<file path="src/include/avr_core_settings.svh">
`ifndef AVR_CORE_SETTINGS_SVH
`define AVR_CORE_SETTINGS_SVH

// register file and data bus width
`define DATA_WIDTH 8

// r0 to r31
`define R_ADDR_WIDTH 5

// the program counter addresses one word per instruction
`define I_ADDR_WIDTH 8

// data space seen by LDS, STS and the Y pointer
`define D_ADDR_WIDTH 8

// the RAM window starts above the register and I/O area of a real part
`define RAM_BASE 64

// number of bytes in the RAM window
`define RAM_DEPTH 64

`endif

</file>
<file path="src/verilog/avr_core_pkg.sv">
`include "avr_core_settings.svh"

package avr_core_pkg;

    // one instruction walks through all five, one cycle each
    typedef enum logic [2:0] {
        STAGE_IF,
        STAGE_ID,
        STAGE_EX,
        STAGE_MEM,
        STAGE_WB
    } stage_e;

    typedef logic [`DATA_WIDTH-1:0] data_t;

    typedef logic [`R_ADDR_WIDTH-1:0] reg_addr_t;

    typedef logic [`I_ADDR_WIDTH-1:0] pc_t;

    typedef logic [`D_ADDR_WIDTH-1:0] bus_addr_t;

    // only Z and C are kept from SREG
    localparam int FLAG_COUNT = 2;
    localparam int FLAG_Z     = 0;
    localparam int FLAG_C     = 1;

endpackage

</file>
<file path="src/verilog/reg_file.sv">
`timescale 1ns/1ps
`include "avr_core_settings.svh"

module reg_file (
    input  logic                          clk,
    input  logic                          reset,
    input  avr_core_pkg::reg_addr_t       rd_addr,
    input  avr_core_pkg::reg_addr_t       rr_addr,
    input  logic                          we,
    input  avr_core_pkg::data_t           wdata,
    output avr_core_pkg::data_t           rd_data,
    output avr_core_pkg::data_t           rr_data,
    output avr_core_pkg::data_t [1:0]     y_pair
);
    import avr_core_pkg::*;

    localparam int REG_COUNT = 2 ** `R_ADDR_WIDTH;

    // Y is r29:r28
    localparam reg_addr_t Y_LOW  = 5'd28;
    localparam reg_addr_t Y_HIGH = 5'd29;

    data_t regs [REG_COUNT];

    always_ff @(posedge clk) begin
        if (reset) begin
            for (int i = 0; i < REG_COUNT; i++) begin
                regs[i] <= '0;
            end
        end else if (we) begin
            regs[rd_addr] <= wdata;
        end
    end

    assign rd_data = regs[rd_addr];
    assign rr_data = regs[rr_addr];

    assign y_pair[1] = regs[Y_HIGH];
    assign y_pair[0] = regs[Y_LOW];

endmodule

</file>
<file path="config.mk">
export PLATFORM = sky130hd
export DESIGN_NAME = reg_file
export DESIGN_NICKNAME = d
export VERILOG_FILES = /design/src/verilog/avr_core_pkg.sv /design/src/verilog/reg_file.sv
export VERILOG_INCLUDE_DIRS = /design/src /design/src/include
export SDC_FILE = /design/constraint.sdc
export NUM_CORES = 1
export LEC_CHECK = 0
export ABC_CLOCK_PERIOD_IN_PS = 2100
export BUFFER_PORTS_ARGS = -buffer_cell sky130_fd_sc_hd__buf_2
export CORE_ASPECT_RATIO = 0.8
export CORE_UTILIZATION = 55
export CTS_CLUSTER_DIAMETER = 30
export DETAILED_ROUTE_END_ITERATION = 8
export PLACE_DENSITY_LB_ADDON = 0.08
export REMOVE_ABC_BUFFERS = 1
export SETUP_SLACK_MARGIN = 0.05
export SLEW_MARGIN = 20
export SYNTH_ARGS = -nofsm -noshare
export SYNTH_HDL_FRONTEND = slang
export SYNTH_SLANG_ARGS = --single-unit
</file>
<file path="constraint.sdc">
create_clock -name clk -period 2.1 [get_ports clk]
set_input_delay 0.21 -clock clk [delete_from_list [all_inputs] [get_ports clk]]
set_output_delay 0.21 -clock clk [all_outputs]
set_load 0.005 [all_outputs]
</file>
# ---- Word-level counts from Yosys, hierarchy flattened
# Memories as Yosys holds them, arrays and structs flattened.
# Cells that the tools add are included.
dict set report word_totals {
  ff_bits 0
  ramBits 256
  in_bits 21
  output_inout_bits 32
  word_cells 10
  mem_count 1
}
# memory words width read_ports rd_ports_with_merged_regs wr line
set mem_list {}
lappend mem_list {regs 32 8 4 0 32 reg_file.sv:23} ;# data_t regs [REG_COUNT];
dict set report classes {
  mux 8
  n_reduce_logical 1
}
# cell count
set op_table {}
lappend op_table {{8-bit 2-to-1 mux} 1}
lappend op_table {{8-bit OR reduction} 1}
lappend op_table {{1-bit 2-to-1 mux} 6}
lappend op_table {{5-bit 2-to-1 mux} 1}

# ---- Longest topological paths before layout
# Gate-level depths: netlist of the first run.
dict set report depth {
  ltp_word 5
  depth_mapped 5
  ltp_nobuf 3
}

# ---- Worst setup path after synthesis of the first run
# Ideal clock, no wire load.
dict set report synth_timing {
  path_kind {input to output}
  startpoint {in rr_addr[2]}
  endpoint {out rr_data[0]}
  arrival_time_ns 1.911
  required_ns 1.890
  setup_slack_ns -0.021
  stages 5
  path_buffers 2
  cell_sequence {clkbuf_1 -> clkbuf_1 -> mux4_2 -> mux4_2 -> mux2_2}
}
dict set report synth_via {
  elab_chain_cells 1
}
# element line
set synth_rtl {}
lappend synth_rtl {{start, declared} reg_file.sv:8} ;# input avr_core_pkg::reg_addr_t rr_addr,
lappend synth_rtl {{memory read 32 x 8 bit} --}
lappend synth_rtl {{end, declared} reg_file.sv:12} ;# output avr_core_pkg::data_t rr_data,
# Every way passes these cells.

==> flow_metrics.env, run 1 <==
export IMPL_run_status="complete, but fails checks"
export IMPL_violations="negative setup slack"
export IMPL_hp_class="in2reg"
export IMPL_cp_required_ns=1.89
export IMPL_coreArea_sq_mm=0.0244
export IMPL_path_class="reg2out"
export IMPL_final_area_sq_mm=0.0166
export IMPL_final_min_clock_period_ns=2.70
export IMPL_start_util_pct=56.2
export IMPL_fp_dieW_um=178
export IMPL_slew_headroom_pct=47.2
export IMPL_grt_pass1_wl_mm=60.9
export IMPL_end_kind="primary output"
export IMPL_fillers=1628
export IMPL_p_per_area_mw_per_mm2=929
export IMPL_nNetsFinal=996
export IMPL_start_kind="flip-flop"
export IMPL_grt_max_degree=35
export IMPL_clockRootBuffer="clkbuf_16"
export IMPL_dp_hpwl_mm=30.5
export IMPL_pin_count=53
export IMPL_yosys_warnings=0
export IMPL_total_power_mw=15.4
export IMPL_globalplace_congestion=0.986
export IMPL_met1Wirelength_mm=16.8
export IMPL_antenna_left=0
export IMPL_place_ws_ns=-0.259
export IMPL_fmax_ghz=0.370
export IMPL_cts_tree="built"
export IMPL_wl_per_cell_um=31.7
export IMPL_ys_seq_area_share_pct=56.1
export IMPL_setup_ws_ns=-0.604
export IMPL_routed_via_density=6.79
export IMPL_syn_area_sq_mm=0.0137
export IMPL_power_share_sequential_pct=40.1
export IMPL_critical_path_arrival_ns=2.49
export IMPL_route_detailed_drc=0
export IMPL_min_period_over_period_pct=129
export IMPL_setup_viol=16
export IMPL_cts_htree_levels=2
export IMPL_rows=51
export IMPL_synthesis_instances=858
export IMPL_post_route_util_pct=68.0
export IMPL_synth_cell_type_count=24
export IMPL_fp_dieH_um=143
export IMPL_grt_util_all_layers_pct=34.6
export IMPL_crit_fanout=2
export IMPL_die_area_sq_mm=0.0255
export IMPL_dr_wl_met2_mm=18.0
export IMPL_slew_violations=0
export IMPL_finalNonFillerCells=1334
export IMPL_placed_cells=1235
export IMPL_p_int_mw=11.6
export IMPL_cts_sinks=256
export IMPL_regMostFlops="regs"
export IMPL_rsz0062_at_grt="yes"
export IMPL_power_leakage_nw=5.92
export IMPL_dr_first_iter_drc_count=1419
export IMPL_ys_ff_latch=256
export IMPL_post_dp_cell_area_sq_mm=0.0147
export IMPL_first_pass_iters=5
export IMPL_met3RoutedLength_mm=6.12
export IMPL_reg_largest_list="regs x256"
export IMPL_cts_path_max_buffers=3
export IMPL_p_clk_share_pct=49.8
export IMPL_whs_path_depth=3
export IMPL_worst_pin_slew_ns=0.792
export IMPL_combinationalPowerShare_pct=10.1
export IMPL_clk_pin_slew_ns=0.05
export IMPL_switching_power_mw=3.77
export IMPL_whs_ns=0.334
export IMPL_cap_violations=0
export IMPL_mostFrequentLayoutCells="and2_1, edfxtp_1, mux4_2, buf_4, clkbuf_16"
export IMPL_avgSynthCellArea_sq_um=16.0
export IMPL_drive_gt1_share_pct=40.6
export IMPL_antenna_found_initial=0
export IMPL_largest_reg_flops=256
export IMPL_syn_to_final_growth_pct=21.1
export IMPL_grt_pass1_vias=8805
export IMPL_irDropWorstVdd_v=0.000652
export IMPL_netSwitchingFraction_pct=24.4
export IMPL_cts_buffers_inserted=48
export IMPL_setup_tns_ns=-7.96
export IMPL_io_buffers=52
export IMPL_wl_mm=42.3
export IMPL_hold_viol_final=0
export IMPL_highest_layer="met4"
export IMPL_num_vias=9057
export IMPL_overflow=0
[layout make-up]
cell class | instances | area, sq um | area share, %
clock buffer | 57 | 1260 | 7.58
multi-input combinational | 532 | 5780 | 34.9
timing repair buffer | 137 | 1080 | 6.51
clock inverter | 33 | 374 | 2.26
sequential | 256 | 7690 | 46.4
tap | 318 | 398 | 2.40
antenna | 1 | 2.50 | 0.0151
[power by group through the flow]
stage	registers (mW)	clock network (mW)	logic, mW
CTS	6.15	7.69	1.53
detailed placement	6.24	0	1.43
global placement	6.24	0	1.41
global route	6.18	7.92	1.61
floorplan	6.08	0	0.745
finish	6.18	7.67	1.56
[layer usage]
metal	track usage, %	vias up
li1	-	3594
met1	52.3	4636
met2	47.3	742
met3	10.6	85
met4	12.2	0
met5	0	-
[cell usage after synthesis (all sizes together)]
cell | instances | area (sq um)
buf | 27 | 140
a22oi | 32 | 240
nor2 | 32 | 120
edfxtp | 256 | 7690
or3b | 3 | 26.3
nor3b | 3 | 22.5
nand4 | 8 | 50.1
nand4bb | 2 | 22.5
mux4 | 144 | 3240
and2 | 256 | 1600
and3b | 3 | 26.3
or4b | 1 | 10.0
or3 | 1 | 6.26
nor3 | 1 | 5.00
nand3 | 1 | 5.00
nand3b | 3 | 22.5
or2 | 32 | 200
mux2 | 8 | 90.1
and3 | 1 | 6.26
nand4b | 1 | 8.76
clkbuf | 43 | 161
[cell families (layout without fill, tap and decap cells)]
kind of cell / after synthesis / count (layout) / share of synthesized area, %
buffers and inverters: 70 / 227 / 2.20
flip-flops: 256 / 256 / 56.1
other: 0 / 1 / 0
multiplexers: 152 / 152 / 24.3
AO/OA/AOI/OAI: 32 / 32 / 1.75
AND/OR/NAND/NOR: 348 / 348 / 15.6
[worst paths after layout]
kind / start / endpoint / slack, ns
hold / removal: reset / regs[27][0]$_SDFFCE_PN0P_ / 0.33
setup / recovery: regs[29][5]$_SDFFCE_PN0P_ / rr_data[5] / -0.60
[timing repair]
action	in CTS	in global routing
hold buffers	0	0
endpoints found under the setup margin	16	16
pin swaps	15	12
gates resized for setup	33	6
setup buffers	6	9
[worst max-delay path, cell delays in order, from the launching register on]
cell      delay, ns
edfxtp_1       0.47
mux4_2         0.52
mux4_2         0.54
mux2_4         0.30
buf_6          0.12
No activity file was read; power rests on OpenSTA's default activity.
==> inputs of run 2 (changes only) <==
--- a/config.mk
+++ b/config.mk
@@ -6,11 +6,10 @@
 export SDC_FILE = /design/constraint.sdc
 export NUM_CORES = 1
 export LEC_CHECK = 0
-export ABC_CLOCK_PERIOD_IN_PS = 2100
 export BUFFER_PORTS_ARGS = -buffer_cell sky130_fd_sc_hd__buf_2
 export CORE_ASPECT_RATIO = 0.8
 export CORE_UTILIZATION = 55
-export CTS_CLUSTER_DIAMETER = 30
+export CTS_CLUSTER_DIAMETER = 100
 export DETAILED_ROUTE_END_ITERATION = 8
 export PLACE_DENSITY_LB_ADDON = 0.08
 export REMOVE_ABC_BUFFERS = 1
==> constraint.sdc (replaced) <==
create_clock -name clk -period 2.5 [get_ports clk]
set_input_delay 0.25 -clock clk [delete_from_list [all_inputs] [get_ports clk]]
set_output_delay 0.25 -clock clk [all_outputs]
set_load 0.005 [all_outputs]
==> run 2 against run 1 <==
  * The flow still finishes with violations (negative setup slack)
  * Hold slack better by 0.062 ns
  * Clock power is 49% lower
  * First-iteration DRC count decreased by 6.8%
  * Core utilization is 4.3 points lower
  * Sequential power decreased by 17%
  * Flip-flop and latch count unchanged
  * Critical path depth unchanged
  * Die area stayed put
  * Final area is 6.4% lower
  * Final cell count shrank 5.8%
  * Sequential share of layout area increased by 3.2 points
  * Routed wire length decreased by 2.0%
  * Largest power group is now sequential cells
==> flow_metrics.env, run 2 (same netlist as run 1, synthesis figures left out) <==
export IMPL_violations="negative setup slack"
export IMPL_met3RoutedLength_mm=5.10
export IMPL_wl_mm=41.5
export IMPL_hp_class="in2reg"
export IMPL_largest_reg_flops=256
export IMPL_grt_pass1_wl_mm=60.2
export IMPL_whs_path_depth=2
export IMPL_cp_required_ns=2.25
export IMPL_critical_path_arrival_ns=2.48
export IMPL_p_per_area_mw_per_mm2=666
export IMPL_pin_count=53
export IMPL_hold_buffers=0
export IMPL_antenna_found_initial=0
export IMPL_place_ws_ns=0.0658
export IMPL_min_period_over_period_pct=109
export IMPL_post_route_util_pct=63.7
export IMPL_fp_dieW_um=178
export IMPL_start_kind="flip-flop"
export IMPL_critPathSlowestCell="mux4_2"
export IMPL_cap_violations=0
export IMPL_cts_htree_levels=1
export IMPL_cts_sinks=256
export IMPL_regMostFlops="regs"
export IMPL_irDropWorstVdd_v=0.000669
export IMPL_run_status="complete, but fails checks"
export IMPL_cts_path_max_buffers=3
export IMPL_met1Wirelength_mm=17.2
export IMPL_syn_to_final_growth_pct=13.3
export IMPL_post_dp_cell_area_sq_mm=0.0145
export IMPL_drive_gt1_share_pct=36.0
export IMPL_holdPathEnd="regs[31][0]$_SDFFCE_PN0P_"
export IMPL_antenna_left=0
export IMPL_critical_path_cell_count=4
export IMPL_num_vias=8663
export IMPL_crit_top_cell="mux4_2"
export IMPL_cts_tree="built"
export IMPL_rsz0062_at_grt="yes"
export IMPL_grt_util_all_layers_pct=34.1
export IMPL_dp_hpwl_mm=29.8
export IMPL_first_pass_iters=8
export IMPL_setup_ws_ns=-0.232
export IMPL_final_area_sq_mm=0.0155
export IMPL_whs_ns=0.396
export IMPL_nNetsFinal=940
export IMPL_globalplace_congestion=0.996
export IMPL_dr_first_iter_drc_count=1323
export IMPL_reg_largest_list="regs x256"
export IMPL_mostFrequentLayoutCells="and2_1, edfxtp_1, mux4_2, buf_2, buf_4"
export IMPL_slew_headroom_pct=45.2
export IMPL_routed_via_density=6.89
export IMPL_grt_max_degree=37
export IMPL_clockRootBuffer="clkbuf_16"
export IMPL_cp_num_buf_inv=1
export IMPL_coreArea_sq_mm=0.0244
export IMPL_worstPathCellList="mux4_2, mux4_2, mux2_4, buf_6"
export IMPL_seq_area_sq_mm=0.00769
export IMPL_total_power_mw=10.3
export IMPL_max_stage_delay_ns=0.54
export IMPL_start_util_pct=56.2
export IMPL_hold_viol_final=0
export IMPL_crit_fanout=2
export IMPL_highest_layer="met4"
export IMPL_fp_dieH_um=143
export IMPL_final_min_clock_period_ns=2.73
export IMPL_path_class="reg2out"
export IMPL_rows=51
export IMPL_grt_pass1_vias=8364
export IMPL_path_delay_family="multiplexers"
export IMPL_worst_pin_slew_ns=0.819
export IMPL_slew_violations=0
export IMPL_cts_buffers_inserted=27
export IMPL_route_detailed_drc=0
export IMPL_die_area_sq_mm=0.0255
export IMPL_power_leakage_nw=5.37
export IMPL_setup_viol=9
export IMPL_multi_input_area_sq_mm=0.00579
export IMPL_hp_start="reset"
export IMPL_fmax_ghz=0.366
export IMPL_io_buffers=52
export IMPL_end_kind="primary output"
export IMPL_wl_per_cell_um=33.0
export IMPL_clk_pin_slew_ns=0.06
export IMPL_overflow=0
export IMPL_dr_wl_met2_mm=18.1
export IMPL_fillers=1752
[run 2: changes by cell type in the layout (fill, tap and decap cells not counted), moves of 4 or more]
cell | before | now
inv_6 | 5 | 0
buf_4 | 72 | 41
clkinv_2 | 6 | 2
buf_6 | 15 | 11
clkbuf_16 | 49 | 27
[run 2: what timing repair did]
item	in CTS	in global routing
pin swaps	4	5
buffers inserted	5	4
gates resized for setup	26	6
endpoints found under the setup margin	15	13
[run 2: layer usage]
metal	vias up	global-route usage [%]
met1	4476	54.8
met4	0	8.03
li1	3473	-
met2	655	48.9
met5	-	0
met3	59	5.38
[run 2: through the flow]
step | setup TNS [ns] | instances
2_1_floorplan | 0 | 788
3_3_place_gp | 0 | 1202
3_5_place_dp | 0 | 1202
4_1_cts | -1.62 | 1255
5_1_grt | -1.73 | 1256
6_report | -1.77 | 1257
[run 2: layout make-up]
class,instances,share of cell area [%]
clock buffers,32,4.47
repair buffers,102,5.17
flip-flops and latches,256,49.5
clock inverters,16,0.927
multi-input cells,532,37.3
diodes,1,0.0161
well taps,318,2.56
[run 2: how the worst max path moves through the flow]
| stage | start | endpoint |
|---|---|---|
| after global placement | rr_addr[1] | rr_data[5] |
| after global routing | regs[12][1]$_SDFFCE_PN0P_ | rr_data[1] |
| final | regs[12][5]$_SDFFCE_PN0P_ | rr_data[5] |
| after floorplan | regs[29][0]$_SDFFCE_PN0P_ | rr_data[0] |
| after detailed placement | rr_addr[1] | rr_data[3] |
| after CTS | regs[15][1]$_SDFFCE_PN0P_ | rr_data[1] |
[run 2: report_power, final]
group | leakage, nW | internal [mW] | switching, mW | total (mW)
combinational | 2.53 | 0.628 | 0.645 | 1.27
clock | 0.399 | 2.19 | 1.71 | 3.90
sequential | 2.44 | 4.96 | 0.204 | 5.16
total | 5.37 | 7.78 | 2.56 | 10.3
